[config.mk]
export PLATFORM = sky130hd
export DESIGN_NAME = status_gen
export DESIGN_NICKNAME = d
export VERILOG_FILES = /design/src/hdl/pio_pkg.sv /design/src/hdl/status_gen.sv
export VERILOG_INCLUDE_DIRS = /design/src /design/src/hdl
export SDC_FILE = /design/constraint.sdc
export NUM_CORES = 1
export LEC_CHECK = 0
export ABC_AREA = 1
export BUFFER_PORTS_ARGS = -buffer_cell sky130_fd_sc_hd__clkbuf_2
export CORE_MARGIN = 10
export CORE_UTILIZATION = 55
export CTS_BUF_LIST = sky130_fd_sc_hd__clkbuf_2
export CTS_CLUSTER_SIZE = 12
export DETAILED_ROUTE_END_ITERATION = 8
export HOLD_SLACK_MARGIN = 0.03
export MAX_ROUTING_LAYER = met4
export PLACE_DENSITY_LB_ADDON = 0.12
export RECOVER_POWER = 50
export SYNTH_ARGS = -nofsm -noshare
export SYNTH_HDL_FRONTEND = slang
export SYNTH_SLANG_ARGS = --single-unit
[constraint.sdc]
create_clock -name mclk -period 1.3 [get_ports mclk]
set_input_delay 0.13 -clock mclk [delete_from_list [all_inputs] [get_ports mclk]]
set_output_delay 0.13 -clock mclk [all_outputs]
set_load 0.02 [all_outputs]
[src/hdl/pio_config.svh]
`ifndef PIO_CONFIG_SVH
`define PIO_CONFIG_SVH

// channel address decode, matched on the 16-bit command address
`define PIO_BASE_ADDR      16'h0100
`define PIO_ADDR_MASK      16'h03e0

// register indexes in address bits 4:0
`define PIO_REG_EN_RST     5'd0
`define PIO_REG_CMD        5'd1
`define PIO_REG_STATUS     5'd2

`define PIO_STATUS_ADDR    8'h02 // first byte of a status packet

`define PIO_CMD_DEPTH      4
`define PIO_PAGE_DEPTH     4
`define PIO_PAGE_CNT_BITS  4     // pending transfer counter width

`endif

[src/hdl/pio_pkg.sv]
`default_nettype none

package pio_pkg;

    // one queued memory command, bit 14 down to bit 0
    typedef struct packed {
        logic       wait_done; // hold next command until this one completes
        logic       wr;        // memory write from the buffer
        logic       need;      // urgent request
        logic [1:0] page;      // buffer page
        logic [9:0] seq_addr;  // sequencer program address
    } cmd_word_t;

    // page record kept from grant until the transfer starts
    typedef struct packed {
        logic       wr;   // selects write buffer
        logic [1:0] page;
    } page_rec_t;

    // decoded register write from the serial command stream
    typedef struct packed {
        logic [4:0]  reg_idx;
        logic [31:0] data;
    } ser_cmd_t;

    // status bits sent in the packet payload
    typedef struct packed {
        logic half_full; // command fifo half full
        logic busy;      // queued, requesting or transfers pending
    } pio_status_t;

endpackage

`default_nettype wire

[src/hdl/status_gen.sv]
`default_nettype none
`include "pio_config.svh"

module status_gen import pio_pkg::*; (
    input  logic        mclk,
    input  logic        mrst,
    input  logic        ctl_we,
    input  logic [7:0]  ctl,    // 7:6 mode, 5:0 sequence number
    input  pio_status_t status,
    output logic [7:0]  ad,
    output logic        rq,
    input  logic        start   // downstream took the address byte
);

    logic        on_change; // mode bit 7 resends on status change
    logic [5:0]  seq_num;
    pio_status_t status_d;
    logic        rq_r;
    logic        data_ph; // data byte on ad this cycle
    logic [7:0]  data_r;
    logic        changed;

    assign changed = status != status_d;

    always_ff @(posedge mclk) begin
        if (mrst) begin
            on_change <= 1'b0;
            seq_num   <= 6'd0;
            status_d  <= '0;
            rq_r      <= 1'b0;
            data_ph   <= 1'b0;
        end else begin
            if (ctl_we) begin
                on_change <= ctl[7];
                seq_num   <= ctl[5:0];
            end
            status_d <= status;
            data_ph  <= start;
            if ((ctl_we && ctl[6]) || (on_change && changed)) begin
                rq_r <= 1'b1; // new trigger beats start so another packet follows
            end else if (start) begin
                rq_r <= 1'b0;
            end
        end
    end

    always_ff @(posedge mclk) begin
        if (start) begin
            data_r <= {seq_num, status}; // snapshot when the packet goes out
        end
    end

    assign rq = rq_r && !data_ph;
    assign ad = data_ph ? data_r : `PIO_STATUS_ADDR;

endmodule

`default_nettype wire

## Word-level counts from Yosys, hierarchy flattened

Index checks and enable logic that the tools add are counted.

| storage, ports and cells | value |
|---|---|
| bits in registers | 19 |

| cells by class | value |
|---|---|
| reductions and logical operators | 6 |
| eq/ne operators | 1 |
| multiplexer cells | 3 |

Operators with widths:

| cell | count |
|---|---|
| 2-to-1 mux 8 bit | 1 |
| logical AND 1 bit | 3 |
| 2-to-1 mux 1 bit | 2 |
| inequality test 2 bit | 1 |
| nonzero test 2 bit | 1 |
| logical NOT 1 bit | 1 |
| logical OR 1 bit | 1 |

## Depth between registers and ports, before layout

Gate-level depths: netlist (run 1).

| logic depth | value |
|---|---|
| word-level depth | 4 |
| mapped depth | 6 |

## Worst setup path after synthesis (run 1)

Ideal clock, no wire load.

| timing | value |
|---|---|
| kind | reg2out |
| start | reg data_ph |
| end | out rq |
| path slack | 443 ps |
| required time | 1170 ps |
| cell stages (with the launch flop) | 3 |
| buffers on the path | 1 |
| arrival time | 727 ps |
| cell sequence | dfxtp_1 > buf_2 > nor2_1 |

| between the ends | value |
|---|---|
| cells in the longest elaborated chain, start to end | 2 |

RTL lines:

| what | RTL line | RTL |
|---|---|---|
| start, declared | status_gen.sv:19 | `logic data_ph;` |
| start signal, assigned | status_gen.sv:38 | `data_ph <= start;` |
| logical NOT 1 bit | status_gen.sv:53 | `assign rq = rq_r && !data_ph;` |
| logical AND 1 bit | status_gen.sv:53 |  |
| end, declared | status_gen.sv:11 | `output logic rq,` |

No other way between the ends.

## Final worst setup path (run 1)

| timing | value |
|---|---|
| start | reg data_ph |
| end | out ad[7] |

| between the ends | value |
|---|---|
| cells in the longest elaborated chain, start to end | 1 |

RTL lines:

| what | RTL line | RTL |
|---|---|---|
| 2-to-1 mux 8 bit (no line) | n/a |  |
| end, declared | status_gen.sv:10 | `output logic [7:0] ad,` |

No other way between the ends.

==> results of run 1 <==
path summary, 6_finish.rpt:
kind,to,startpoint,cells after the start
max,ad[7],data_ph$_SDFF_PP0_,3
min,seq_num[5]$_SDFFE_PP0P_,ctl[5],3
max reg2reg,rq_r$_SDFFE_PP0P_,status_d[0]$_SDFF_PP0_,6
min reg2reg,seq_num[2]$_SDFFE_PP0P_,seq_num[2]$_SDFFE_PP0P_,2
Yosys cell counts:
library cell	number
sky130_fd_sc_hd__dfxtp_1	11
sky130_fd_sc_hd__a22oi_2	1
sky130_fd_sc_hd__edfxtp_1	8
sky130_fd_sc_hd__nand2_2	7
sky130_fd_sc_hd__nand2_1	23
sky130_fd_sc_hd__nor2_1	4
sky130_fd_sc_hd__buf_2	1
sky130_fd_sc_hd__a21oi_2	8
sky130_fd_sc_hd__buf_4	1
sky130_fd_sc_hd__inv_2	5
sky130_fd_sc_hd__buf_6	1
sky130_fd_sc_hd__inv_6	1
sky130_fd_sc_hd__inv_1	9
worst min-delay path, cell delays in order:
cell and delay [ns]:
sky130_fd_sc_hd__clkbuf_2 0.08, sky130_fd_sc_hd__nand2_1 0.06, sky130_fd_sc_hd__a21oi_2 0.05
timing repair:
action                     4_1_cts  5_1_grt
setup endpoints to repair        0        7
hold endpoints to repair         0        1
hold buffers                     0        1
gates resized for setup          0        1
area by class of cell:
type                       count  area (sq um)
inverter                      15         61.31
multi-input combinational     43         224.0
clock inverter                 1         5.005
tap                           15         18.77
timing repair buffer          23         116.4
sequential                    19         461.7
fill                         121         415.4
clock buffer                   3         15.01
cell families (layout without fill, tap and decap cells):
group,Yosys count,count (layout),synth area share (%)
flip-flops,19,19,59.55
buffers and inverters,18,42,11.00
AO/OA/AOI/OAI,9,9,10.68
AND/OR/NAND/NOR,34,34,18.77
layer usage:
layer  GRT usage [%]  share of wire (%)  routed length [um]  vias up
li1                -                  -                   -      290
met4           4.027                1.1                  15        0
met3           3.761                9.2                 125        4
met1           8.974                 43                 585      222
met2           12.58                 47                 639       23
met5               -                  0                   0        -
state kept, by name (all words and copies together), names as in the netlist:
name and flops:
data_ph 1, data_r 8, on_change 1, rq_r 1, seq_num 6, status_d 2
power by group:
group	total, mW	internal [mW]	switching [mW]
sequential	0.679	0.660	0.0190
clock	0.245	0.0697	0.175
combinational	0.121	0.0473	0.0737
total	1.04	0.777	0.268
==> metrics list, run 1 <==
* Area Growth Syn to Fin: 16.67%
- In this run the remaining antenna-violating nets after routing total 0.
- Post-synthesis sequential area ratio: 59.55%
* Clock tree skew after final layout: about 0.0009 ns
* Post-route minimum period: 1.143 ns
- Largest stage delay, worst path: roughly 0.43 ns
* Horizontal die dimension: approximately 57 um
* Fmax: 875.1 MHz
* NumNets Final: around 120
* Final total negative setup slack: 0 ns
- After synthesis, the mean cell area works out to just under 10 sq um.
- Via count: 539
- Max_cap viols: 0
* Pin slew with the least headroom to its limit: ~0.63 ns
* Clock sinks: 19
* First-pass GRT wire length: between 2000 and 2500 um
- Setup Viol. Count Final: 0
- For this run, the number of standard cells in the final layout without fillers is around 120.
* Setup Fix Bufs, Post-CTS: 0
* Clk_lat worst skew: ~0.3 ns
- The congestion estimate from routability-driven global placement came to 0.7145.
- Kind of capture point of the worst setup path: primary output
- The count of final hold-check violations is 0.
* Setup slack on the worst flop-to-flop path: around 0.5 ns
- Crit start category: flip-flop
- Final Slew Violations: 0
- The slowest stage of the critical path is the sky130_fd_sc_hd__dfxtp_2 cell.
- The die covers 3306 sq um.
- Counting both buffers and inverters, the worst setup path holds a total of 2.
- Port-buffer cells: 22
- Drt via density: approximately 4.5
- ANT cells: 0
- For this configuration, the core starts out at a cell density of approximately three fifths.
* Total standard cell area after synthesis: 773.2 sq um
* Mean routed wirelength per cell: around 11 um
* Yosys warning total: 0
* Number of buffers created by CTS: 3
- In this run the tightest slew margin relative to its limit is between 50 and 60%.
- Pin count of the biggest net entering global routing: 12
- Worst slack, placed: about 0.41 ns
- The initial antenna violation count came to 0.
- Required arrival time at the worst endpoint: approximately 1.2 ns
* Leakage power: about 0.44 nW
- Clock-pin slew was measured on the worst setup and hold paths at roughly 0.17 ns.
- After synthesis, the netlist uses 13 different library cells.
- Vert. Die Dim: between 50 and 60 um
* Result of the run: complete, no violations
* Final Worst Setup Slack: 0.1572 ns
- Hold timing on the final database bottoms out at a slack of about 0.038 ns.
- Maximum level of the CTS H-tree: 1
- The initialized floorplan defines 13 standard-cell rows.
* Root Buffer Master: sky130_fd_sc_hd__clkbuf_2
- Layout cells sized above 1: 43.27%
- Dividing total power by cell area gives a power density of ~1200 nW/um^2.
* CTS tree: done
- Routed wire length: between 1000 and 1500 um
* DRC violation total after the first TritonRoute iteration: 9
- Cells along the critical path: nand2_1, inv_2, clkbuf_2
- Number of detailed-routing iterations run before antenna repair: 4
- Data on the critical path arrives at its endpoint at 1.01 ns.
- Max VDD drop: slightly below 0.6 mV
* Number of I/O pins: 23
- After detailed placement, the total cell area comes to a little under 900 sq um.
* Area share of the leading cell type in the synthesized netlist: 31.07%
- The total area inside the core boundary comes to between 1000 and 1500 sq um.
- Share of the core filled with cells: between 60% and 70%
- The finished cells cover approximately 900 sq um.
- Portion of the clock cycle consumed by the worst path in the final layout: between 80 and 90%
- Class of the most critical hold timing path: in2reg
- Setup repair after global routing left no endpoint under its margin.
- Drt drc: 0
- In this run the worst path has a maximum fanout of 9.
- By area the synthesized netlist is led by sky130_fd_sc_hd__edfxtp_1 (31%), sky130_fd_sc_hd__dfxtp_1 (28%), sky130_fd_sc_hd__nand2_1 (11%), sky130_fd_sc_hd__a21oi_2 (9.1%), sky130_fd_sc_hd__nand2_2 (5.7%).
- Of all cell types, the one taking the most synthesized area is sky130_fd_sc_hd__edfxtp_1.
- Leaving out fill and tap cells, the most frequent cells in the layout are sky130_fd_sc_hd__nand2_1 (23), sky130_fd_sc_hd__clkbuf_2 (22), sky130_fd_sc_hd__dfxtp_1 (10).
* Net count of the mapped netlist: 94
- The design draws 1.044 mW.
- Number of instances in the synthesized netlist: 80
- Via count of the first global-routing pass: ~530
- Total gr overflow: 0
- Hpwl dp: about 1100 um
- Counting along the longest clock path gives a buffer depth of 2.
* Number of flip-flops and latches in the synthesized netlist: 19
* Global-route usage over all layers: a little over 8%
- Critical path class: reg2out
- The library cell used most frequently in the layout, excluding fill and tap cells, is sky130_fd_sc_hd__nand2_1.
* Cell family with most CP delay: flip-flops
* Placed Cells incl. Taps: approximately 110
No activity file was read; power rests on OpenSTA's default activity.
==> run 2, diff against run 1 <==
--- a/config.mk
+++ b/config.mk
@@ -16,7 +16,6 @@
 export HOLD_SLACK_MARGIN = 0.03
 export MAX_ROUTING_LAYER = met4
 export PLACE_DENSITY_LB_ADDON = 0.12
-export RECOVER_POWER = 50
 export SYNTH_ARGS = -nofsm -noshare
 export SYNTH_HDL_FRONTEND = slang
 export SYNTH_SLANG_ARGS = --single-unit
==> constraint.sdc (replaced) <==
create_clock -name mclk -period 1.45 [get_ports mclk]
set_input_delay 0.145 -clock mclk [delete_from_list [all_inputs] [get_ports mclk]]
set_output_delay 0.145 -clock mclk [all_outputs]
set_load 0.02 [all_outputs]
==> metrics list, run 2 (same netlist as run 1, synthesis figures left out) <==
- The proportion of layout cells with a drive suffix above 1 came to 46.60% (+3.3 points).
* ANT cells: 0 (unchanged)
* RR Startpoint: status_d[0]$_SDFF_PP0_
* Port-buffer cells: 22 (unchanged)
* Class of the most critical hold timing path: in2reg
- Most frequent standard cell in the layout excluding fill and tap cells: sky130_fd_sc_hd__clkbuf_2
- Worst-path clk slew: 0.18 ns (about the same)
* Starting density of the core: 58.69% (unchanged)
- The number of cells traversed by the worst register-to-register path is 6 (unchanged).
* Max_cap viols: 0 (unchanged)
- The number of flip-flops under the largest register name is 8 (unchanged).
- The first-pass iteration count of the detailed router is 4 (unchanged).
- Placed Area: 878.3 sq um (unchanged)
- Core Rows: 13 (unchanged)
* Clock sinks: 19 (unchanged)
- CTS tree: done
- Final total negative setup slack: 0 ns (unchanged)
- The required time reported for the critical path endpoint was 1.31 ns (+0.14 ns).
* Unrepaired setup endpoints after global routing: false
* Drt drc: 0 (unchanged)
* Pin slew with the least headroom to its limit: 0.3145 ns (-0.3192 ns)
- Register containing the most flip-flops in the final layout: data_r
- The total via count after detailed routing came to 536 (-0.56%).
* Total gr overflow: 0 (unchanged)
- Hpwl dp: 1069 um (unchanged)
- Fmax: approximately 800 MHz
* Hold Crit Start: status[1]
- In this run the critical register-to-register path is captured at rq_r$_SDFFE_PP0P_.
- STA classifies the critical path startpoint as a flip-flop.
- Pwr Density: 1044 nW/um^2 (-9.8%)
- Launching element of the worst setup path: data_ph$_SDFF_PP0_
* Arrival time reported for the critical path endpoint: 1.11 ns (+0.10 ns)
* Clock buffer depth: 2 (unchanged)
- Hold-fix buffer count after cts: 0 (unchanged)
- The number of buffers inserted during clock tree synthesis came to 3 (unchanged).
- Max VDD drop: 0.5204 mV (-11%)
- Mean routed wirelength per cell: 11.10 um (-3.3%)
- Following the worst setup path forward leads to its endpoint at ad[7].
- Hold Fails Final Rpt: 0 (unchanged)
* DRC violation total after the first TritonRoute iteration: 10 (+1)
- The worst setup path is of the reg2out kind.
- The overall track demand over capacity in global routing is 8.295% (unchanged).
- The total I/O pin count is 23 (unchanged).
* Drt via density: 4.542 (+0.29%)
* Placeable Area: 1318 sq um (unchanged)
- Kind of capture point of the worst setup path: primary output
- NumNets Final: 118 (-0.84%)
* Area Growth Syn to Fin: 16.18%
- The maximum number of pins on one net before global-route repair came to 12 (unchanged).
* Layout fillers: 117 (-3.3%)
- Vert. Die Dim: 57.50 um (unchanged)
* Setup slack on the worst flop-to-flop path: 0.67 ns (+0.16 ns)
* Die footprint: 3306 sq um (unchanged)
- The total routed wirelength came to 1310 um (-4.1%).
- Horizontal die dimension: 57.50 um (unchanged)
- The wire length of the first global-routing pass was 2173 um (unchanged).
- After layout, the minimum clock period comes to ~1.3 ns.
* Final ANT Viol Nets: 0 (unchanged)
- Portion of the clock cycle consumed by the worst path in the final layout: between 80% and 90%
* Clk_lat worst skew: 0.30 ns (about the same)
- The number of setup buffers added after CTS came to 0 (unchanged).
* Largest stage delay, worst path: 0.49 ns (+0.06 ns)
- The setup skew after layout is 0.004003 ns (+0.003106 ns).
* Slowest CP cell: sky130_fd_sc_hd__dfxtp_1
- Result of the run: complete, no violations
- The post-CTS resize count was 0 (unchanged).
* Total non-filler cell area in the finished layout: 898.4 sq um (-0.42%)
* Bufs and invs on worst path: 2 (unchanged)
- Worst-case headroom to the max-slew limit: 79.03% (+21 points)
* Final Slew Violations: 0 (unchanged)
* Most frequent cells in the layout: sky130_fd_sc_hd__clkbuf_2 (25), sky130_fd_sc_hd__nand2_1 (23), sky130_fd_sc_hd__dfxtp_1 (11)
* Leakage power: 0.4483 nW (+1.0%)
- The H-tree level count came to 1 (unchanged).
- The tree is rooted in a sky130_fd_sc_hd__clkbuf_2.
- The initial antenna violation count is 0 (unchanged).
* Cell family with most CP delay: flip-flops
* Gp weighted congestion: 0.7145 (unchanged)
- The number of global-route vias before repair is 532 (unchanged).
* Worst-path fanout max: 9 (unchanged)
* Number of cells on the critical path: 3 (unchanged)
- Largest registers: data_r x8, seq_num x6, status_d x2
* Setup Viol. Count Final: 0 (unchanged)
- Cells along the critical path: nand2_1, inv_2, clkbuf_2
[run 2: cell types whose count changed in the layout (fill, tap and decap cells not counted)]
cell                            change
sky130_fd_sc_hd__clkbuf_1           -3
sky130_fd_sc_hd__clkbuf_2           +3
sky130_fd_sc_hd__a21oi_1            -1
sky130_fd_sc_hd__a21oi_2            +1
sky130_fd_sc_hd__dfxtp_1            +1
sky130_fd_sc_hd__dfxtp_2            -1
sky130_fd_sc_hd__dlygate4sd3_1      -1
[run 2: routing by layer]
layer  part of all wire [%]  vias to the layer above  GRT usage [%]
met3                     10                        6          3.761
met1                     45                      220          8.974
met5                      0                        -              -
li1                       -                      287              -
met2                     43                       23          12.58
met4                    1.5                        0          4.027
[run 2: area by class of cell]
cell class / instances / area [sq um] / area share (%)
clock buffers: 3 / 15.01 / 1.671
clock inverters: 1 / 5.005 / 0.5571
inverters: 15 / 61.31 / 6.825
multi-input cells: 43 / 227.7 / 25.35
flip-flops and latches: 19 / 460.4 / 51.25
well taps: 15 / 18.77 / 2.089
repair buffers: 22 / 110.1 / 12.26
[run 2: worst reg2reg max path, delay by kind of cell (launching register included)]
| kind | cells | cell delay, ns |
|---|---|---|
| AO/OA/AOI/OAI | 1 | 0.11 |
| AND/OR/NAND/NOR | 4 | 0.22 |
| flip-flops | 1 | 0.37 |
| buffers and inverters | 1 | 0.04 |
[run 2: worst min path at each step]
stage,endpoint,cells past startpoint
after CTS,data_r[1]$_DFFE_PP_,1
after global routing,data_r[1]$_DFFE_PP_,1
final,data_r[1]$_DFFE_PP_,1
after detailed placement,data_r[1]$_DFFE_PP_,1
after global placement,data_r[1]$_DFFE_PP_,1
after floorplan,rq_r$_SDFFE_PP0P_,1
[run 2: where the power goes]
| group | internal, mW | total (mW) | switching, mW |
|---|---|---|---|
| Clock | 0.0625 | 0.222 | 0.159 |
| Combinational | 0.0421 | 0.108 | 0.0659 |
| Sequential | 0.591 | 0.608 | 0.0168 |
[run 2: metrics by stage]
step	instances	total power [mW]	worst slack (ns)	utilization (%)	hold WS [ns]
after floorplan	80	0.6904	0.5779	-	0.2074
after global placement	114	0.7243	0.5722	66.67	0.3642
after detailed placement	114	0.7294	0.5455	66.67	0.3688
after CTS	118	0.9394	0.1823	68.19	0.04517
after global routing	118	0.9746	0.07101	68.19	0.04008
final	118	0.9378	0.1953	68.19	0.04450
