===== src/hdl/pio_config.svh =====
`ifndef PIO_CONFIG_SVH
`define PIO_CONFIG_SVH

// channel address decode, matched on the 16-bit command address
`define PIO_BASE_ADDR      16'h0100
`define PIO_ADDR_MASK      16'h03e0

// register indexes in address bits 4:0
`define PIO_REG_EN_RST     5'd0
`define PIO_REG_CMD        5'd1
`define PIO_REG_STATUS     5'd2

`define PIO_STATUS_ADDR    8'h02 // first byte of a status packet

`define PIO_CMD_DEPTH      4
`define PIO_PAGE_DEPTH     4
`define PIO_PAGE_CNT_BITS  4     // pending transfer counter width

`endif


===== src/hdl/sync_fifo.sv =====
`default_nettype none

module sync_fifo #(
    parameter type payload_t = logic [7:0],
    parameter int  DEPTH     = 4
) (
    input  logic     mclk,
    input  logic     mrst,
    input  logic     clr,       // synchronous flush
    input  logic     we,
    input  payload_t din,
    input  logic     re,
    output payload_t dout,      // head word, fall-through
    output logic     nempty,
    output logic     full,
    output logic     half_full
);

    localparam int AW = (DEPTH > 1) ? $clog2(DEPTH) : 1;

    payload_t      mem [DEPTH];
    logic [AW-1:0] wptr;
    logic [AW-1:0] rptr;
    logic [AW:0]   count;

    always_ff @(posedge mclk) begin
        if (mrst || clr) begin // flush wins over push
            wptr  <= '0;
            rptr  <= '0;
            count <= '0;
        end else begin
            if (we) begin
                wptr <= (wptr == AW'(DEPTH - 1)) ? '0 : wptr + 1'b1;
            end
            if (re) begin
                rptr <= (rptr == AW'(DEPTH - 1)) ? '0 : rptr + 1'b1;
            end
            case ({we, re})
                2'b10:   count <= count + 1'b1;
                2'b01:   count <= count - 1'b1;
                default: count <= count;
            endcase
        end
    end

    always_ff @(posedge mclk) begin
        if (we) begin
            mem[wptr] <= din;
        end
    end

    assign dout      = mem[rptr];
    assign nempty    = count != '0;
    assign full      = count == (AW+1)'(DEPTH);
    assign half_full = count >= (AW+1)'(DEPTH / 2);

    assert property (@(posedge mclk) disable iff (mrst || clr) re |-> nempty)
        else $error("sync_fifo: read while empty");
    assert property (@(posedge mclk) disable iff (mrst || clr) we |-> !full)
        else $error("sync_fifo: write while full");

endmodule

`default_nettype wire


===== config.mk =====
export PLATFORM = sky130hd
export DESIGN_NAME = sync_fifo
export DESIGN_NICKNAME = d
export VERILOG_FILES = /design/src/hdl/pio_config.svh /design/src/hdl/sync_fifo.sv
export SDC_FILE = /design/constraint.sdc
export NUM_CORES = 1
export LEC_CHECK = 0
export CAP_MARGIN = 20
export CELL_PAD_IN_SITES_DETAIL_PLACEMENT = 1
export CELL_PAD_IN_SITES_GLOBAL_PLACEMENT = 2
export CORE_ASPECT_RATIO = 0.9
export CORE_MARGIN = 10
export CORE_UTILIZATION = 45
export CTS_CLUSTER_DIAMETER = 30
export DETAILED_ROUTE_END_ITERATION = 7
export DONT_BUFFER_PORTS = 1
export GPL_ROUTABILITY_DRIVEN = 0
export HOLD_SLACK_MARGIN = 0.1
export PLACE_DENSITY = 0.82
export SLEW_MARGIN = 20
export SYNTH_ARGS = -nofsm -noshare
export SYNTH_HDL_FRONTEND = slang
export SYNTH_SLANG_ARGS = --single-unit

===== constraint.sdc =====
create_clock -name mclk -period 4.73 [get_ports mclk]
set_clock_uncertainty 0.2 [all_clocks]
set_input_delay 0.473 -clock mclk [delete_from_list [all_inputs] [get_ports mclk]]
set_output_delay 0.473 -clock mclk [all_outputs]
set_load 0.01 [all_outputs]

* Yosys cells after proc, flatten, opt, wreduce, memory -nomap -nowiden *
Memory sizes are Yosys's and may differ from the RTL's. A register that Yosys moved wholly into a read port is not among the register bits.
Cells that the tools add are included.

cells by class
  $add $sub $neg = 4
  magnitude comparators = 1
  eq/ne operators = 5
  mux-type cells = 7
  reduce and logical (&&, ||, !) cells = 3

operators with widths
  kind                                                                                  count
  2-bit two-way mux                                                                     4
  2-bit == test (second input constant)                                                 3
  3-bit case mux with 2 select lines                                                    1
  2-bit by 1-bit adder with 2-bit output (second input constant)                        2
  3-bit by 1-bit adder with 3-bit output (second input constant)                        1
  3-bit == test (second input constant)                                                 1
  3-bit by 2-bit greater-or-equal comparator with 1-bit output (second input constant)  1
  3-bit nonzero test                                                                    1
  3-bit by 1-bit subtractor with 3-bit output (second input constant)                   1
  2-bit by 1-bit == test with 1-bit output (second input constant)                      1
  1-bit two-way mux                                                                     2
  2-bit nonzero test                                                                    1
  1-bit logical OR                                                                      1

word-level totals
  register bits after elaboration = 7
  bits in writable memories = 32
  input port bits = 13
  output and inout port bits = 11
  logic and storage cells = 24
  memories = 1

memories
  memory  depth  width  rd ports  clocked after memory_dff  write ports  line             RTL
  mem     4      8      1         1                         1            sync_fifo.sv:21  payload_t mem [DEPTH];

* Logic depth before layout (Yosys ltp) *
Gate-level depths: netlist (run 1).

  word-level depth = 4
  gate-level depth with buffers = 6
  depth with buffers taken out = 6

* Least setup slack after synthesis (run 1) *
OpenSTA, ideal clock, no wires.

  kind = input to register
  start = input port we
  end = register count[2]
  setup time = 70 ps
  data arrival time = 1,648 ps
  required time = 4,460 ps
  path slack = 2,812 ps
  cell stages on the path = 6
  buffers on the path = 0
  cell sequence = inv_1 > ha_1 > fa_1 > xnor2_1 > or3_1 > a21oi_1

on the way
  cells in the longest elaborated chain, start to end = 2
  elaborated cells between the ends (all ways) = 4
  classes of those cells = 2 x eq/ne; 1 x mux; 1 x reduce/logical

RTL lines
  item                                                                              line             RTL
  start: declaration                                                                sync_fifo.sv:10  input logic we,
  2-bit by 1-bit == test with 1-bit output / 2-bit == test (equally long branches)  sync_fifo.sv:38  case ({we, re})
  3-bit case mux with 2 select lines / 2-bit nonzero test (equally long branches)   --
  end signal: assignment                                                            sync_fifo.sv:39  2'b10: count <= count + 1'b1;
  end signal: assignment                                                            sync_fifo.sv:40  2'b01: count <= count - 1'b1;
  end signal: assignment                                                            sync_fifo.sv:41  default: count <= count;
  end: declaration                                                                  sync_fifo.sv:24  logic [AW:0] count;

Parallel ways exist; a longest one is shown, timed or not.
A chain may end at the register's enable or synchronous reset.

==> results.json, run 1 <==
{
  "grt_max_degree": 14,
  "netlist_area_sq_mm": 0.00161,
  "p_leak_uw": 0.000637,
  "cts-root-buf": "clkbuf_8",
  "startpoint_type": "flip-flop",
  "postSynthCellCount": 88,
  "holdWs_ns": 0.147,
  "run_status": "finished clean",
  "use_met2": 0.153,
  "crit_chain": "mux4_2",
  "worstSetupPathType": "reg -> out",
  "syn-num-nets": 108,
  "fin_crit_ns": 2.25,
  "synth_edf_count": 32,
  "first_pass_iters": 2,
  "grt_pass1_wl_mm": 4.44,
  "cp.arrival_ns": 1.58,
  "dieHeight_um": 76.8,
  "ant_nets": 0,
  "yosys-top-cells-area": "edfxtp_1, dfxtp_1, mux4_2",
  "stdcell_count": 145,
  "path_clk_slew_ns": 0.07,
  "grt_use_total": 0.0898,
  "worst_pin_slew_ns": 0.537,
  "ys_seq_area_frac": 0.708,
  "cts-hold-fix-buffers": 8,
  "cpPeakStageDelay_ns": 0.66,
  "die_w_um": 83.1,
  "cts_inserted_buffers": 5,
  "drive_gt1_frac": 0.168,
  "wl_mm": 2.75,
  "antenna_found_initial": 0,
  "rows": 20,
  "synth.avg_cell_area_sq_um": 18.3,
  "drv_cap": 0,
  "crit_path_top_delay_cell": "dfxtp_1",
  "synthToLayoutAreaGrowth_pct": 13.8,
  "synth-seq-cells": 41,
  "dpl_cell_area_sq_mm": 0.00165,
  "drtIter0Drc": 20,
  "rsz0062_at_grt": "false",
  "max_slew_margin": 0.642,
  "final_max_slew_viol_count": 0,
  "mostFrequentLayoutCells": "edfxtp_1, dfxtp_1, mux4_2, dlygate4sd3_1, nor2_1",
  "initial_core_util": 0.474,
  "ir_drop_uv": 308,
  "setup_viol": 0,
  "postCtsSetupRepairBufs": 0,
  "fin_setup_tns_ns": 0,
  "use_met1": 0.0943,
  "fin_ws_ns": 2.48,
  "post_drt_wl_per_cell_um": 19.0,
  "ys_types": 19,
  "yosysTopAreaCell": "edfxtp_1",
  "max_clock_freq_mhz": 444,
  "clkSinkCount": 41,
  "path_buf_inv": 0,
  "stdcell_area_sq_mm": 0.00183,
  "portBuffers": 0,
  "htreeDepth": 2,
  "hold_violations": 0,
  "dieArea_sq_mm": 0.00638,
  "yosysTopAreaCellShare": 0.596,
  "drc": 0,
  "dp_slack_ns": 2.75,
  "place_inst": 129,
  "dp_hpwl_mm": 1.97,
  "vias": 749,
  "end_kind": "output pin",
  "final_nets": 120,
  "required_ns": 4.06,
  "grt_overflow": 0,
  "synth_flop_cell": "edfxtp_1",
  "core_area_sq_mm": 0.00340,
  "grt_util_met3": 0.0475,
  "synth-async-reset-ratio": 0,
  "cts.repair.resized": 0,
  "top_usage_layer": "met2",
  "clk_latency_ns": 0.28,
  "io_pins": 24,
  "path_delay_family": "flip-flops",
  "diodes": 0,
  "cp_max_fo": 8,
  "cts_tree": "yes",
  "clk_path_buf_depth": 2,
  "p_per_area_mw_per_mm2": 388,
  "ys_warn_count": 0,
  "hp-class": "in -> reg",
  "via_per_inst": 5.17,
  "layout_commonest_cell": "edfxtp_1",
  "grt_pass1_vias": 824,
  "fin_crit_sh": 0.476
}
[cells in the mapped netlist (2+ instances only)]
library cell	number
a21oi_1	2
and2_1	4
dfxtp_1	9
edfxtp_1	32
ha_1	6
inv_1	3
mux2i_1	4
mux4_2	8
nor2_1	7
nor3b_1	2
or2_2	2
or3_1	2
[sequential cells by signal, summed over array words and instances (netlist names), named ones only]
name	flops
count	3
mem	32
rptr	2
wptr	2
[stage by stage]
stage | utilization | power (uW)
after floorplan | - | 440
after global placement | 0.484 | 446
after detailed placement | 0.484 | 447
after CTS | 0.539 | 720
after global routing | 0.539 | 739
final | 0.539 | 712
[worst paths after layout]
check | start | to | slack (ns) | cells past startpoint
setup / recovery | flip-flop | dout[0] | 2.48 | 1
hold / removal | we | wptr[1]$_SDFFE_PP0P_ | 0.15 | 2
setup reg to reg | count[0]$_SDFFE_PP0P_ | count[2]$_SDFFE_PP0P_ | 3.07 | 4
hold reg to reg | count[2]$_SDFFE_PP0P_ | count[2]$_SDFFE_PP0P_ | 0.35 | 2
[area by class of cell]
cell class	count	area [sq um]
repair buffers	8	80.1
fillers	337	1570
inverters	3	11.3
well taps	44	55.1
flip-flops and latches	41	1140
clock inverters	2	35.0
multi-input cells	41	439
clock buffers	6	72.6
[metal layers]
metal  wire length (um)  up-vias
met2               1460       15
met4                 23        0
met5                  0        -
met1               1130      375
li1                   -      356
met3                137        3
[power by group]
group	leakage (uW)	internal [uW]	switching, uW
Clock	0.0000552	156	109
Combinational	0.000214	20.7	21.2
Sequential	0.000367	398	6.41
Total	0.000637	575	137
[cell families (layout without fill, tap and decap cells)]
family	Yosys count	after routing	share of synthesized area
AOI/OAI and AO/OA	3	3	0.00931
muxes	12	12	0.137
xor gates and xnor gates	2	2	0.0109
DFF	41	41	0.708
and+or+nand+nor	17	17	0.0567
adders and majority gates	7	7	0.0590
buffers and inverters	6	19	0.0194
(Power assumes the default switching activity.)
==> run 2, diff against run 1 <==
Clock period 4.73 ns to 2.3 ns, I/O delays scaled along.
==> run 2 against run 1 <==
Setup slack got worse by 2.3 ns. Sequential cell count did not move. Worst hold slack got worse by 0.032 ns. Non-clock buffer count rose by 6. Global-route usage rose by 0.35 points. Sequential share of layout area fell by 2.0 points. Routed wire length rose by 3.2%. Critical path depth rose by 6. Combinational power rose by 120%. Via count rose by 3.3%. Die area did not move. Utilization rose by 1.8 points. Largest cell class unchanged. Largest power group unchanged. Highest routed layer unchanged.
==> results.json, run 2 (same netlist as run 1, synthesis figures left out) <==
{
  "max_clock_freq_mhz": 478,
  "max_slew_margin": 0.644,
  "via_per_inst": 5.13,
  "wl_mm": 2.84,
  "dieArea_sq_mm": 0.00638,
  "htreeDepth": 2,
  "grt_overflow": 0,
  "clk_latency_ns": 0.28,
  "diodes": 0,
  "fillCellCount": 337,
  "crit_path_top_delay_cell": "dlygate4sd3_1",
  "cp_max_fo": 5,
  "grt_pass1_wl_mm": 4.49,
  "rrSetupSlack_ns": 0.49,
  "cts-hold-fix-buffers": 14,
  "required_ns": 2.32,
  "drc": 0,
  "io_pins": 24,
  "clk_path_buf_depth": 2,
  "die_w_um": 83.1,
  "ant_nets": 0,
  "run_status": "finished clean",
  "cts_tree": "yes",
  "largest_reg_flops": 32,
  "vias": 774,
  "dpl_cell_area_sq_mm": 0.00165,
  "worst_pin_slew_ns": 0.533,
  "final_nets": 126,
  "p_leak_uw": 0.000665,
  "top_register": "mem",
  "synthToLayoutAreaGrowth_pct": 17.5,
  "setup_viol": 0,
  "dp_hpwl_mm": 1.94,
  "layout_commonest_cell": "edfxtp_1",
  "end_kind": "flip-flop",
  "antenna_found_initial": 0,
  "startpoint_type": "input pin",
  "postCtsSetupRepairBufs": 0,
  "fin_crit_ns": 2.09,
  "mostFrequentLayoutCells": "edfxtp_1, dlygate4sd3_1, dfxtp_1, mux4_2, nor2_1",
  "portBuffers": 0,
  "multi_input_area_sq_um": 439,
  "dieHeight_um": 76.8,
  "post_drt_wl_per_cell_um": 18.8,
  "first_pass_iters": 4,
  "reg_top3": "mem (32), count (3)",
  "cpPeakStageDelay_ns": 0.59,
  "cts.repair.resized": 0,
  "p_per_area_mw_per_mm2": 779,
  "stdcell_area_sq_mm": 0.00189,
  "rows": 20,
  "crit_chain": "dlygate4sd3_1 -> inv_1 -> ha_1 -> fa_1 -> xnor2_1 -> or3_1 -> a21oi_1",
  "cts_inserted_buffers": 5,
  "regArea_sq_mm": 0.00114,
  "holdWs_ns": 0.115,
  "holdPathStages": 3,
  "cp.arrival_ns": 2.11,
  "dp_slack_ns": 0.565,
  "grt_pass1_vias": 815,
  "rsz0062_at_grt": "false",
  "grt_use_total": 0.0933,
  "fin_setup_tns_ns": 0,
  "reg2reg_depth": 5,
  "hold_violations": 0,
  "path_clk_slew_ns": 0.07,
  "final_max_slew_viol_count": 0,
  "drtIter0Drc": 38,
  "clkSinkCount": 41,
  "drv_cap": 0,
  "hp-class": "in -> reg",
  "ir_drop_uv": 576,
  "core_area_sq_mm": 0.00340,
  "worstSetupPathType": "in -> reg",
  "drive_gt1_frac": 0.159,
  "fin_ws_ns": 0.208,
  "initial_core_util": 0.474,
  "grt_max_degree": 14,
  "cts-root-buf": "clkbuf_8",
  "fin_crit_sh": 0.910
}
run 2: cell types whose count changed in the layout (fill, tap and decap cells not counted), sizes merged:
cell and delta:
dlygate4sd3 +6
run 2: layer usage:
metal	vias up	wire, um	GRT usage	part of all wire
met2	16	1530	0.150	0.54
met3	4	111	0.0433	0.039
met5	-	0	0	0
met4	0	45	0.0408	0.016
li1	369	-	-	-
met1	385	1150	0.103	0.41
run 2: worst paths after layout:
| check | from | to |
|---|---|---|
| min reg2reg | count[2]$_SDFFE_PP0P_ | count[2]$_SDFFE_PP0P_ |
| min | re | count[0]$_SDFFE_PP0P_ |
| max | we | count[2]$_SDFFE_PP0P_ |
| max reg2reg | wptr[0]$_SDFFE_PP0P_ | wptr[1]$_SDFFE_PP0P_ |
run 2: critical path, delay by kind of cell:
kind,cells,cell delay (ns)
XOR/XNOR,1,0.14
AND/OR/NAND/NOR,1,0.31
buffers and inverters,2,0.67
AO/OA/AOI/OAI,1,0.15
adder cells (fa/ha/maj),2,0.61
run 2: area by class of cell:
cell class | count | share of cell area
Tap cell | 44 | 0.0291
Inverter | 3 | 0.00594
Timing Repair Buffer | 14 | 0.0740
Clock inverter | 2 | 0.0185
Clock buffer | 6 | 0.0383
Multi-Input combinational cell | 41 | 0.232
Sequential cell | 41 | 0.602
run 2: through the flow:
stage                     std cells  utilization  total power [uW]
after floorplan                  88            -               906
after global placement          129        0.484               916
after detailed placement        129        0.484               920
after CTS                       151        0.557              1490
after global routing            151        0.557              1530
final                           151        0.557              1480
run 2: report_power, final:
group	leakage (uW)	total, uW	switching, uW	internal (uW)
Combinational	0.000243	94.1	46.0	48.1
Sequential	0.000367	832	13.5	818
Clock	0.0000552	550	228	322
Total	0.000665	1480	288	1190
==> run 3, diff against run 2 <==
Settings changed: CORE_ASPECT_RATIO 0.9 to 0.5.
==> run 3 against run 2 <==
Sequential cell count unchanged. Worst hold slack better by 0.030 ns. Sequential power about the same. First-iteration DRC count down 26%. Clock power up 2%. Cell count up 4.6%. Non-clock buffer count unchanged. Final area up 0.59%. Critical path depth unchanged. Via count up 1.9%. Die area up 2.2%. Combinational power up 0.9%.
==> results.json, run 3 (same netlist as run 1, synthesis figures left out) <==
{
  "largest_reg_flops": 32,
  "io_pins": 24,
  "setup_viol": 0,
  "rr_endpoint": "wptr[1]$_SDFFE_PP0P_",
  "vias": 789,
  "worstSetupPathType": "in -> reg",
  "cts_tree": "yes",
  "hold_violations": 0,
  "dp_hpwl_mm": 2.03,
  "grt_util_met3": 0.0401,
  "drive_gt1_frac": 0.159,
  "final_nets": 126,
  "first_pass_iters": 4,
  "min_from": "re",
  "holdPathStages": 3,
  "top_usage_layer": "met2",
  "final_max_slew_viol_count": 0,
  "wl_mm": 2.99,
  "end_kind": "flip-flop",
  "grt_overflow": 0,
  "stdcell_count": 158,
  "crit_path_top_delay_cell": "dlygate4sd3_1",
  "die_w_um": 105,
  "htreeDepth": 2,
  "switching_share": 0.203,
  "drtIter0Drc": 28,
  "reg2reg_depth": 5,
  "drv_cap": 0,
  "clkSinkCount": 41,
  "r2r_start": "wptr[0]$_SDFFE_PP0P_",
  "run_status": "finished clean",
  "hp-class": "in -> reg",
  "cts-root-buf": "clkbuf_8",
  "clk_path_buf_depth": 2,
  "rows": 15,
  "antenna_found_initial": 0,
  "p_leak_uw": 0.000662,
  "cp_max_fo": 5,
  "cp.arrival_ns": 2.13,
  "layout_commonest_cell": "edfxtp_1",
  "use_met2": 0.169,
  "required_ns": 2.32,
  "p_per_area_mw_per_mm2": 780,
  "reg_top3": "mem (32), count (3)",
  "crit_chain": "dlygate4sd3_1 -> inv_1 -> ha_1 -> fa_1 -> xnor2_1 -> or3_1 -> a21oi_1",
  "path_clk_slew_ns": 0.08,
  "top_register": "mem",
  "cp-startpoint": "we",
  "diodes": 0,
  "seqPwrFrac": 0.559,
  "fin_setup_tns_ns": 0,
  "grt_pass1_wl_mm": 4.89,
  "internal_power_uw": 1180,
  "core_area_sq_mm": 0.00343,
  "use_met1": 0.106,
  "clk_latency_ns": 0.29,
  "synthToLayoutAreaGrowth_pct": 18.2,
  "clockPowerShare": 0.377,
  "grt_max_degree": 14,
  "holdPathEnd": "count[0]$_SDFFE_PP0P_",
  "max_clock_freq_mhz": 475,
  "fin_crit_ns": 2.10,
  "dieArea_sq_mm": 0.00652,
  "cts_inserted_buffers": 5,
  "startpoint_type": "input pin",
  "place_inst": 136,
  "cts.repair.resized": 0,
  "rsz0062_at_grt": "false",
  "post_drt_wl_per_cell_um": 18.9,
  "mostFrequentLayoutCells": "edfxtp_1, dlygate4sd3_1, dfxtp_1, mux4_2, nor2_1",
  "power_switching_uw": 302,
  "worst_pin_slew_ns": 0.551,
  "via_per_inst": 4.99,
  "grt_use_total": 0.0971,
  "ant_nets": 0,
  "initial_core_util": 0.469,
  "dieHeight_um": 62.3,
  "grt_pass1_vias": 909,
  "max_slew_margin": 0.632,
  "ir_drop_uv": 389,
  "fin_crit_sh": 0.915,
  "drc": 0,
  "rrSetupSlack_ns": 0.46,
  "cpPeakStageDelay_ns": 0.59,
  "portBuffers": 0,
  "combPwrFrac": 0.064
}
==> run 3: worst max-delay path by stage <==
stage                                 end  slack, ns  cells past startpoint
CTS                 count[2]$_SDFFE_PP0P_       0.20                      7
floorplan           count[2]$_SDFFE_PP0P_       0.63                      6
global placement                  dout[2]       0.60                      1
global route        count[2]$_SDFFE_PP0P_       0.09                      7
finish              count[2]$_SDFFE_PP0P_       0.20                      7
detailed placement  count[2]$_SDFFE_PP0P_       0.53                      6
==> run 3: through the flow <==
| stage | hold slack [ns] | utilization | cell area, sq um | setup WS (ns) | power, uW |
|---|---|---|---|---|---|
| final | 0.145 | 0.555 | 1910 | 0.196 | 1490 |
| after global routing | 0.174 | 0.555 | 1910 | 0.0862 | 1550 |
| after CTS | 0.139 | 0.555 | 1910 | 0.201 | 1500 |
| after detailed placement | 0.129 | 0.482 | 1660 | 0.527 | 921 |
| after global placement | 0.129 | 0.482 | 1660 | 0.597 | 915 |
| after floorplan | 0.129 | - | 1610 | 0.625 | 906 |
==> run 3: what timing repair did <==
action                                 in CTS  in global routing
hold buffers                               14                  0
setup endpoints to repair                   0                  0
endpoints found under the hold margin      41                  0
buffers inserted                            0                  0
==> run 3: power groups by stage <==
stage / sequential [uW] / combinational (uW) / clock (uW)
2_1_floorplan: 841 / 64.6 / 0
3_3_place_gp: 847 / 68.1 / 0
3_5_place_dp: 849 / 72.2 / 0
4_1_cts: 832 / 97.1 / 569
5_1_grt: 835 / 106 / 614
6_report: 831 / 94.9 / 560
==> run 3: critical path: cells and delay by family <==
kind	cells	cell delay (ns)
compound gates	1	0.15
xor+xnor	1	0.16
fa+ha+maj	2	0.62
buf+inv	2	0.66
simple gates	1	0.32
==> run 3: cell type report <==
class                   instances  area [sq um]
multi-input cells              41           439
clock buffers                   5          68.8
fillers                       314          1530
flip-flops and latches         41          1140
inverters                       3          11.3
well taps                      51          63.8
clock inverters                 3          41.3
repair buffers                 14           140
==> run 3: routing by layer <==
layer / wire [um] / vias up
met1: 1250 / 394
li1: - / 367
met2: 1540 / 24
met5: 0 / -
met3: 159 / 4
met4: 40 / 0
