File: src/hdl/pio_config.svh
`ifndef PIO_CONFIG_SVH
`define PIO_CONFIG_SVH

// channel address decode, matched on the 16-bit command address
`define PIO_BASE_ADDR      16'h0100
`define PIO_ADDR_MASK      16'h03e0

// register indexes in address bits 4:0
`define PIO_REG_EN_RST     5'd0
`define PIO_REG_CMD        5'd1
`define PIO_REG_STATUS     5'd2

`define PIO_STATUS_ADDR    8'h02 // first byte of a status packet

`define PIO_CMD_DEPTH      4
`define PIO_PAGE_DEPTH     4
`define PIO_PAGE_CNT_BITS  4     // pending transfer counter width

`endif

File: src/hdl/pio_pkg.sv
`default_nettype none

package pio_pkg;

    // one queued memory command, bit 14 down to bit 0
    typedef struct packed {
        logic       wait_done; // hold next command until this one completes
        logic       wr;        // memory write from the buffer
        logic       need;      // urgent request
        logic [1:0] page;      // buffer page
        logic [9:0] seq_addr;  // sequencer program address
    } cmd_word_t;

    // page record kept from grant until the transfer starts
    typedef struct packed {
        logic       wr;   // selects write buffer
        logic [1:0] page;
    } page_rec_t;

    // decoded register write from the serial command stream
    typedef struct packed {
        logic [4:0]  reg_idx;
        logic [31:0] data;
    } ser_cmd_t;

    // status bits sent in the packet payload
    typedef struct packed {
        logic half_full; // command fifo half full
        logic busy;      // queued, requesting or transfers pending
    } pio_status_t;

endpackage

`default_nettype wire

File: src/hdl/cmd_deser.sv
`default_nettype none
`include "pio_config.svh"

module cmd_deser import pio_pkg::*; (
    input  logic       mclk,
    input  logic       mrst,
    input  logic [7:0] ad,     // AL, AH, D0..D3
    input  logic       stb,    // with the first byte only
    output logic       wr_stb, // one cycle after the sixth byte
    output ser_cmd_t   wr
);

    logic [2:0]  cnt; // bytes received so far, 0 when idle
    logic [47:0] sr;
    logic [47:0] sr_nxt;
    logic        addr_hit;

    assign sr_nxt   = {ad, sr[47:8]}; // bytes enter from the top, LSB first
    assign addr_hit = ((sr_nxt[15:0] ^ `PIO_BASE_ADDR) & `PIO_ADDR_MASK) == 16'h0;

    always_ff @(posedge mclk) begin
        if (mrst) begin
            cnt <= 3'd0;
        end else if (stb) begin
            cnt <= 3'd1;
        end else if (cnt == 3'd5) begin
            cnt <= 3'd0; // sixth byte in
        end else if (cnt != 3'd0) begin
            cnt <= cnt + 3'd1;
        end

        if (mrst) begin
            wr_stb <= 1'b0;
        end else begin
            wr_stb <= (cnt == 3'd5) && addr_hit;
        end
    end

    always_ff @(posedge mclk) begin
        if (stb || (cnt != 3'd0)) begin
            sr <= sr_nxt;
        end
    end

    assign wr.reg_idx = sr[4:0];   // low address bits pick the register
    assign wr.data    = sr[47:16];

    // host must finish a six-byte sequence before starting another
    assert property (@(posedge mclk) disable iff (mrst) stb |-> (cnt == 3'd0))
        else $error("cmd_deser: stb inside a command sequence");

endmodule

`default_nettype wire

File: config.mk
export PLATFORM = sky130hd
export DESIGN_NAME = cmd_deser
export DESIGN_NICKNAME = d
export VERILOG_FILES = /design/src/hdl/pio_pkg.sv /design/src/hdl/cmd_deser.sv
export VERILOG_INCLUDE_DIRS = /design/src /design/src/hdl
export SDC_FILE = /design/constraint.sdc
export NUM_CORES = 1
export LEC_CHECK = 0
export BUFFER_PORTS_ARGS = -buffer_cell sky130_fd_sc_hd__buf_2
export CAP_MARGIN = 20
export CORE_AREA = 10 10 73 75
export DETAILED_ROUTE_END_ITERATION = 7
export DIE_AREA = 0 0 83 85
export GPL_ROUTABILITY_DRIVEN = 0
export HOLD_SLACK_MARGIN = 0.03
export PLACE_DENSITY = 0.82
export SETUP_SLACK_MARGIN = 0.02
export SLEW_MARGIN = 20
export SYNTH_ARGS = -nofsm -noshare
export SYNTH_HDL_FRONTEND = slang
export SYNTH_SLANG_ARGS = --single-unit
File: constraint.sdc
create_clock -name mclk -period 2.7 [get_ports mclk]
set_clock_uncertainty 0.1 [all_clocks]
set_input_delay 0.54 -clock mclk [delete_from_list [all_inputs] [get_ports mclk]]
set_output_delay 0.54 -clock mclk [all_outputs]
set_load 0.1 [all_outputs]
* Word-level counts from Yosys, hierarchy flattened
Index checks and enable logic that the tools add are counted.
** Storage, ports and cells
- Flip-flop bits (word level) :: 52
- Word-level logic and storage cells :: 16
- Bits of input ports :: 11
** Operators by class
- Bitwise operators :: 1
- Add/subtract/negate cells :: 1
- Equality and inequality tests :: 1
- Reductions and logical operators :: 6
- Mux-type cells :: 3
** Operators with widths (number)
- $logic_not A16 Y1 :: 1
- $reduce_bool A3 Y1 :: 2
- $add A3 B1 Y3 const B :: 1
- $eq A3 B3 Y1 const B :: 1
- $mux W1 :: 3
- $reduce_or A3 Y1 :: 1
- $logic_and A1 B1 Y1 :: 1
- $logic_or A1 B1 Y1 :: 1
- $not A1 Y1 :: 1

* Depth between registers and ports, before layout
Gate-level depths: netlist (run 1).
- Word-level depth :: 4
- Depth in mapped cells :: 5
- Depth with buffers taken out :: 5

* Worst setup path after synthesis (run 1)
Ideal clock, no wire load.
- Path type :: reg-to-reg
- Start point :: reg cnt[0]
- End point :: reg sr[0] (enable)
- Path buffers :: 0
- Clock period less this slack :: 2.346 ns
- Arrival :: 1.836 ns
- Cell stages (with the launch flop) :: 5
- Library setup time :: 0.410 ns
- Data required time :: 2.190 ns
- Path slack :: 0.354 ns
- Cell sequence :: dfxtp_1 inv_1 ha_1 nor2b_1 nand2b_1
** On the way
- Cells in the longest elaborated chain, start to end :: 2
** Ends and longest elaborated chain
- start, declared :: RTL line cmd_deser.sv:13 : logic [2:0] cnt;
- start signal, assigned :: RTL line cmd_deser.sv:29 : cnt <= cnt + 3'd1;
- $reduce_bool A3 Y1 :: RTL line cmd_deser.sv:40 : if (stb || (cnt != 3'd0)) begin
- $logic_or A1 B1 Y1 :: RTL line cmd_deser.sv:40
- end signal, assigned :: RTL line cmd_deser.sv:41 : sr <= sr_nxt;
- end, declared :: RTL line cmd_deser.sv:14 : logic [47:0] sr;
Every way passes these cells.
A chain may end at the register's enable or synchronous reset.

* Final worst setup path (run 1)
- Start point :: reg cnt[0]
- End point :: reg sr[15] (enable)
The elaborated chain is that of the path after synthesis.

==> results of run 1 <==
metrics by stage:
stage	area (um2)	instances	hold slack, ns	setup slack, ns
final	2000	177	0.317	0.737
after global routing	2000	177	0.292	0.578
after CTS	2000	177	0.304	0.720
after detailed placement	1910	169	0.305	0.735
after global placement	1910	169	0.303	0.865
after floorplan	1860	107	0.300	0.354
power breakdown:
| part | internal [mW] | switching [mW] | leakage [nW] |
|---|---|---|---|
| registers | 0.933 | 0.0323 | 0.487 |
| clock network | 0.208 | 0.218 | 0.0445 |
| logic | 0.0604 | 0.520 | 0.254 |
| total | 1.20 | 0.770 | 0.785 |
cell type report:
class	count	area [um2]	share of cell area [%]
well taps	50	62.6	3.13
clock inverters	1	7.51	0.375
clock buffers	7	86.3	4.31
inverters	2	7.51	0.375
multi-input cells	19	146	7.31
repair buffers	49	260	13.0
flip-flops and latches	49	1430	71.5
cells in the final DEF, fill, tap and decap left out:
cell,synthesis,routed
nand2_1,1,1
clkbuf_1,0,1
clkinvlp_4,0,1
nand2b_2,0,1
nand2b_1,2,1
ha_1,3,3
a22oi_1,1,1
nor3_1,1,1
nor4_2,1,1
or4b_1,1,1
inv_1,2,2
clkbuf_8,0,6
a2111oi_0,1,1
buf_12,0,1
nor2_1,2,2
buf_2,0,48
a211oi_1,1,1
dfxtp_1,4,4
a21oi_1,2,2
or3b_1,1,1
edfxtp_1,45,45
nor2b_1,2,2
worst paths after layout:
check | start | endpoint | depth (start not counted)
setup reg to reg | cnt[0] | sr[15] | 5
hold reg to reg | sr[14] | wr_stb | 1
setup / recovery | cnt[0] | sr[15] | 5
hold / removal | ad[7] | sr[47] | 1
metal layers:
layer	global-route usage (%)	routed length (um)	part of all wire, %	vias up
met3	5.35	326	12	4
met2	12.4	1290	48	44
met5	0	0	0	-
met4	2.32	23	0.86	0
met1	8.14	1040	39	388
li1	-	-	-	384
critical path: stages (launching register included):
cell and delay, ns:
dfxtp_1 0.40, inv_1 0.07, ha_1 0.24, nor2b_1 0.18, nand2b_2 0.42, buf_12 0.25
sequential cells by signal (all words and copies together) (netlist names):
signal / count
sr: 45
wr_stb: 1
cnt: 3
kinds of logic (layout without fill, tap and decap cells):
kind of cell / after synthesis / after routing / share of synthesized area [%]
fa+ha+maj: 3 / 3 / 2.02
simple gates: 11 / 11 / 3.90
compound gates: 5 / 5 / 1.82
buf+inv: 39 / 59 / 15.3
flops: 49 / 49 / 76.9
==> run summary, run 1 <==
First-pass detailed-route iteration total: 4
Ys Warns: 0
Final core utilization: 51.2%
Post-Syn Area: 1860 um2
Max IR drop VDD: 0.000538 V
Post-DR vias/cell: 4.63
Synth area leader: edfxtp_1
Dominant cells by area after synthesis: edfxtp_1 (73%), buf_4 (15%), dfxtp_1 (4.3%)
Worst path required time: 2.60 ns
Layout overhead on the synthesized area: 7.60%
Min cycle time layout: 1.96 ns
Starting density of the core: 47.5%
Die height: 85 um
Count leader, synth: edfxtp_1
CTS hold repair buffers: 0
CTS tree: yes
Max-cap viol count: 0
TritonCTS Buffers: 5
Final setup violating endpoints: 0
First-pass GRT wire length: 4350 um
CTS root buf: clkbuf_8
Antenna fix cells: 0
Commonest cells in the netlist: edfxtp_1 (45), buf_4 (37), dfxtp_1 (4)
Fmax: 0.509 GHz
Largest net degree at the start of global routing: 25
1st-iter DRT viols: 53
Vias in the first global route: 885
Number of synthesized register bits: 49
Final wirelength: 2680 um
Post-DR wirelength/cell: 15.1 um
Worst slew pin tran: 0.545 ns
Number of top-level pins: 49
Core Region: 3910 um2
Synthesized Nets: 121
Port buffer count: 48
Gr usage total: 7.79%
P per Cell Area: 985 nW/um2
Bufs on Longest Clock Path: 2
Hpwl dp: 2040 um
Critical path endpoint category: register
Design Power: 1.97 mW
Antenna-violating nets left: 0
Nets: 140
Post-CTS setup buffer count: 0
Kind of critical path: reg -> reg
Clk sinks: 49
Setup slack, reg-to-reg: 0.74 ns
Crit path DAT: 1.86 ns
Hold Path Class: in -> reg
Congestion Overflow GR: 0
Max-Slew Margin vs Limit: 63.7%
Static leakage: 0.785 nW
Primary FF master, synth: edfxtp_1
Synth Area per Inst: 17.4 um2
Final slew viol count: 0
Die W: 83 um
FP Rows: 23
Initial antenna violation count: 0
Vias: 820
Yosys top cell area share: 72.6%
Status: complete, no violations
Post-synth EDFFs: 45
Seq/Total Area, Yosys: 76.9%
Htree depth: 2
Period utilization: 72.7%
Layout cells sized above 1: 45.7%
Cells after Synth: 107
Clk_lat worst skew: 0.29 ns
FFs w/ async S/R, synth: 0%
Distinct cell type count after synthesis: 17
Crit start category: register
CTS clk-pin slew, worst paths: 0.08 ns
Unrepaired setup endpoints after global routing: no
CP max FO: 24
Filler cells: 348
Post_cts resized: 0
Final hold vios: 0
Final TNS setup: 0 ns
Full die area: 7060 um2
DRC: 0
Note: power is estimated with default switching activity, not from simulation.
==> run 2: changes to the inputs <==
--- a/config.mk
+++ b/config.mk
@@ -8,12 +8,12 @@
 export LEC_CHECK = 0
 export BUFFER_PORTS_ARGS = -buffer_cell sky130_fd_sc_hd__buf_2
 export CAP_MARGIN = 20
-export CORE_AREA = 10 10 73 75
+export CORE_AREA = 10 10 75 77
 export DETAILED_ROUTE_END_ITERATION = 7
-export DIE_AREA = 0 0 83 85
+export DIE_AREA = 0 0 85 87
 export GPL_ROUTABILITY_DRIVEN = 0
 export HOLD_SLACK_MARGIN = 0.03
-export PLACE_DENSITY = 0.82
+export PLACE_DENSITY = 0.81
 export SETUP_SLACK_MARGIN = 0.02
 export SLEW_MARGIN = 20
 export SYNTH_ARGS = -nofsm -noshare
==> constraint.sdc (replaced) <==
create_clock -name mclk -period 1.8 [get_ports mclk]
set_clock_uncertainty 0.1 [all_clocks]
set_input_delay 0.36 -clock mclk [delete_from_list [all_inputs] [get_ports mclk]]
set_output_delay 0.36 -clock mclk [all_outputs]
set_load 0.1 [all_outputs]
==> run 2 against run 1 <==
  * Combinational power rose by 52%
  * Final area rose by 1.9%
  * Highest routed layer unchanged
  * Non-clock buffer count increased by 1
  * Largest power group unchanged
  * Wire length increased by 10%
  * Largest cell class unchanged
  * Worst setup slack worse by 0.56 ns
  * Register-to-register slack worse by 0.56 ns
  * Final cell count grew 1.1%
==> run summary, run 2 (synthesis results as in run 1) <==
CTS root buf: clkbuf_8
Vias: 825
TritonCTS Buffers: 5
Placed Instances: 172
Starting density of the core: 43.9%
Unrepaired setup endpoints after global routing: no
Fmax: 0.615 GHz
Critical path endpoint category: register
Max-Slew Margin vs Limit: 66.5%
Post_cts resized: 0
Clk sinks: 49
Hold Path Class: in -> reg
Post-DR wirelength/cell: 16.5 um
DRC: 0
Layout overhead on the synthesized area: 9.62%
Initial antenna violation count: 0
Final core utilization: 48.2%
Core Region: 4230 um2
Final wirelength: 2950 um
Largest net degree at the start of global routing: 26
Final slew viol count: 0
P per Cell Area: 1500 nW/um2
Vias in the first global route: 916
Final hold vios: 0
Crit path DAT: 1.52 ns
Max-cap viol count: 0
WHS: 0.139 ns
Layout cells sized above 1: 46.5%
Post-DR vias/cell: 4.61
Crit start category: register
Most frequent cells in the layout: buf_2 (48), edfxtp_1 (45), clkbuf_8 (5), dfxtp_1 (4), ha_1 (3)
CTS hold repair buffers: 0
Status: complete, no violations
Die W: 85 um
Antenna fix cells: 0
Clk_lat worst skew: 0.29 ns
Max reg flops: 45
Gr usage total: 8.37%
CP max FO: 25
Antenna-violating nets left: 0
Worst path required time: 1.70 ns
Filler cells: 351
Full die area: 7400 um2
Final setup violating endpoints: 0
Reg with most FFs: sr
Max IR drop VDD: 0.00114 V
Final TNS setup: 0 ns
Bufs on Longest Clock Path: 2
Port buffer count: 48
Hpwl dp: 2260 um
Worst slew pin tran: 0.506 ns
FP Rows: 24
First-pass detailed-route iteration total: 4
Post-CTS setup buffer count: 0
Design Power: 3.06 mW
Static leakage: 0.810 nW
1st-iter DRT viols: 110
Die height: 87 um
Most common cell after layout, fill and taps aside: buf_2
Congestion Overflow GR: 0
First-pass GRT wire length: 4770 um
Htree depth: 2
CTS clk-pin slew, worst paths: 0.08 ns
Period utilization: 90.3%
Min cycle time layout: 1.62 ns
Largest registers: sr x45, cnt x3, wr_stb x1
CTS tree: yes
Number of top-level pins: 49
Area taken by flip-flops and latches: 1430 um2
Multi-input gate area: 151 um2
Final std cells w/o fill: 179
Kind of critical path: reg -> reg
Nets: 141
run 2: changes by cell type in the layout (fill, tap and decap cells not counted), sizes merged:
| cell | delta |
|---|---|
| clkinv | +1 |
| buf | +1 |
| clkbuf | -2 |
| bufinv | +1 |
| clkinvlp | -1 |
run 2: where the power goes:
part           switching [mW]  internal (mW)  total [mW]
Combinational           0.786         0.0996       0.886
Sequential             0.0506           1.40        1.45
Clock                   0.324          0.404       0.727
Total                    1.16           1.90        3.06
run 2: area by class of cell:
type	count	share of cell area (%)
Clock inverter	2	1.72
Tap cell	52	3.19
Inverter	2	0.368
Sequential cell	49	70.2
Multi-Input combinational cell	19	7.42
Timing Repair Buffer	50	13.7
Clock buffer	5	3.37
run 2: worst paths after layout:
| path | start | slack (ns) | cells past startpoint | endpoint |
|---|---|---|---|---|
| worst max-delay path | cnt[0] | 0.18 | 5 | sr[43] |
| worst min-delay path | ad[0] | 0.14 | 1 | sr[40] |
| worst max register to register | cnt[0] | 0.18 | 5 | sr[43] |
| worst min register to register | sr[9] | 0.32 | 0 | sr[1] |
run 2: critical path, cell delays in order, from the launching register on:
cell      delay [ns]
dfxtp_1         0.43
inv_1           0.08
ha_1            0.24
nor2b_1         0.19
nand2b_4        0.12
buf_12          0.18
run 2: through the flow:
| step | area [um2] | setup WS (ns) |
|---|---|---|
| 2_1_floorplan | 1870 | 0.174 |
| 3_3_place_gp | 1940 | 0.294 |
| 3_5_place_dp | 1940 | 0.205 |
| 4_1_cts | 2040 | 0.185 |
| 5_1_grt | 2040 | 0.0840 |
| 6_report | 2040 | 0.175 |
run 2: metal layers:
metal | GRT usage (%) | wire, um
met5 | 0 | 0
met4 | 3.59 | 48
met3 | 6.27 | 408
met2 | 12.7 | 1360
met1 | 8.54 | 1140
==> run 3: changes to the inputs <==
--- a/config.mk
+++ b/config.mk
@@ -8,13 +8,15 @@
 export LEC_CHECK = 0
 export BUFFER_PORTS_ARGS = -buffer_cell sky130_fd_sc_hd__buf_2
 export CAP_MARGIN = 20
-export CORE_AREA = 10 10 75 77
+export CELL_PAD_IN_SITES_DETAIL_PLACEMENT = 0
+export CELL_PAD_IN_SITES_GLOBAL_PLACEMENT = 1
+export CORE_AREA = 10 10 81 83
 export DETAILED_ROUTE_END_ITERATION = 7
-export DIE_AREA = 0 0 85 87
+export DIE_AREA = 0 0 91 93
 export GPL_ROUTABILITY_DRIVEN = 0
 export HOLD_SLACK_MARGIN = 0.03
-export PLACE_DENSITY = 0.81
-export SETUP_SLACK_MARGIN = 0.02
+export PLACE_DENSITY = 0.82
+export SETUP_SLACK_MARGIN = 0.4
 export SLEW_MARGIN = 20
 export SYNTH_ARGS = -nofsm -noshare
 export SYNTH_HDL_FRONTEND = slang
==> run 3 against run 2 <==
  * Register-to-register slack gained 0.21 ns
  * Global-route usage fell by 0.66 points
  * First-iteration DRC count down 77%
  * Clock power decreased by 17%
  * Sequential share of layout area down 9.2 points
  * Sequential power is essentially flat
  * Combinational power increased by 17%
  * Power increased by 1.6%
  * Critical endpoint is now sr[32]
==> run summary, run 3 (synthesis results as in run 1) <==
Status: complete, no violations
First-pass detailed-route iteration total: 4
Flop pwr share: 47.4%
Hpwl dp: 2220 um
Post-Place Setup Slack: 0.337 ns
Number of top-level pins: 49
Max reg flops: 45
Post-DR wirelength/cell: 15.3 um
Static leakage: 0.910 nW
Worst slew pin tran: 0.307 ns
Min cycle time layout: 1.42 ns
Fmax: 0.707 GHz
Antenna-violating nets left: 0
Layout cells sized above 1: 51.5%
Largest registers: sr x45, cnt x3, wr_stb x1
FP Rows: 26
Reg with most FFs: sr
Core Region: 5010 um2
CTS root buf: clkbuf_8
Most frequent cells in the layout: edfxtp_1 (45), buf_6 (35), buf_2 (10), clkbuf_8 (5), buf_4 (5)
Antenna fix cells: 0
Final setup violating endpoints: 0
Worst path required time: 1.70 ns
Clk sinks: 49
Vias in the first global route: 951
Layout overhead on the synthesized area: 26.6%
Max IR drop VDD: 0.000740 V
CTS hold repair buffers: 0
Final hold vios: 0
CTS tree: yes
Net Sw Frac: 38.4%
CP max FO: 23
Hold Path Class: in -> reg
Gr usage total: 7.71%
Comb power frac: 33.3%
Crit path DAT: 1.32 ns
Unrepaired setup endpoints after global routing: yes
Max-cap viol count: 0
Setup WS post-layout: 0.385 ns
Starting density of the core: 37.1%
Critical path endpoint category: register
Area taken by flip-flops and latches: 1440 um2
Die W: 91 um
Nets: 145
Largest net degree at the start of global routing: 24
Most common cell after layout, fill and taps aside: edfxtp_1
Max-Slew Margin vs Limit: 79.5%
Kind of critical path: reg -> reg
Multi-input gate area: 173 um2
Bufs on Longest Clock Path: 2
P per Cell Area: 1320 nW/um2
Clk_lat worst skew: 0.29 ns
Filler cells: 454
Initial antenna violation count: 0
Htree depth: 2
Period utilization: 78.6%
Final TNS setup: 0 ns
TritonCTS Buffers: 5
Vias: 832
Clock group share of total power: 19.3%
First-pass GRT wire length: 5030 um
Final wirelength: 3090 um
Die height: 93 um
Port buffer count: 48
Final slew viol count: 0
Internal power: 1.92 mW
1st-iter DRT viols: 25
DRC: 0
Post-DR vias/cell: 4.12
Crit start category: register
Congestion Overflow GR: 0
Sw Pwr: 1.19 mW
Full die area: 8460 um2
CTS clk-pin slew, worst paths: 0.08 ns
-- run 3: changes by cell type in the layout (fill, tap and decap cells not counted), sizes merged --
| cell | delta |
|---|---|
| bufinv | -1 |
| clkbuf | +2 |
| clkinvlp | +1 |
| buf | +4 |
| clkinv | -1 |
-- run 3: critical path, stage by stage, from the launching register on --
cell and delay, ns:
dfxtp_4 0.38, inv_2 0.05, ha_4 0.16, nor2b_4 0.13
nand2b_4 0.13, buf_16 0.18
-- run 3: repair_timing --
item / 4_1_cts / 5_1_grt
gates cloned: 1 / 0
buffers inserted: 1 / 3
endpoints found under the setup margin: 84 / 84
pin swaps: 1 / 1
resized for setup: 71 / 10
-- run 3: path summary, 6_finish.rpt --
path / start / endpoint / slack (ns) / cells past startpoint
worst min register to register: sr[10] / sr[2] / 0.33 / 0
worst max-delay path: cnt[0] / sr[32] / 0.38 / 5
worst max register to register: cnt[0] / sr[32] / 0.38 / 5
worst min-delay path: ad[2] / sr[42] / 0.14 / 1
-- run 3: per-layer routing --
layer / share of wire [%] / GRT usage [%]
met4: 1.6 / 3.92
met2: 47 / 11.2
met5: 0 / 0
met1: 40 / 8.28
met3: 12 / 5.52
-- run 3: cell type report --
| cell class | count | share of cell area, % |
|---|---|---|
| Clock buffer | 7 | 3.24 |
| Inverter | 2 | 0.319 |
| Timing Repair Buffer | 54 | 24.1 |
| Sequential cell | 49 | 61.0 |
| Multi-Input combinational cell | 19 | 7.33 |
| Tap cell | 70 | 3.72 |
| Clock inverter | 1 | 0.319 |
-- run 3: through the flow --
step | power (mW) | hold WS [ns] | utilization, % | instances | instance area [um2]
3_5_place_dp | 2.37 | 0.305 | 39.1 | 189 | 1960
3_3_place_gp | 2.35 | 0.301 | 39.1 | 189 | 1960
4_1_cts | 3.12 | 0.127 | 45.9 | 199 | 2300
6_report | 3.11 | 0.140 | 47.0 | 202 | 2350
5_1_grt | 3.24 | 0.121 | 47.0 | 202 | 2350
2_1_floorplan | 2.35 | 0.300 | - | 107 | 1890
-- run 3: power groups by stage --
stage          combinational, mW  clock, mW  sequential [mW]
2_1_floorplan              0.882          0             1.46
3_3_place_gp               0.883          0             1.47
3_5_place_dp               0.893          0             1.48
4_1_cts                     1.01      0.631             1.47
5_1_grt                     1.06      0.685             1.49
6_report                    1.04      0.601             1.48
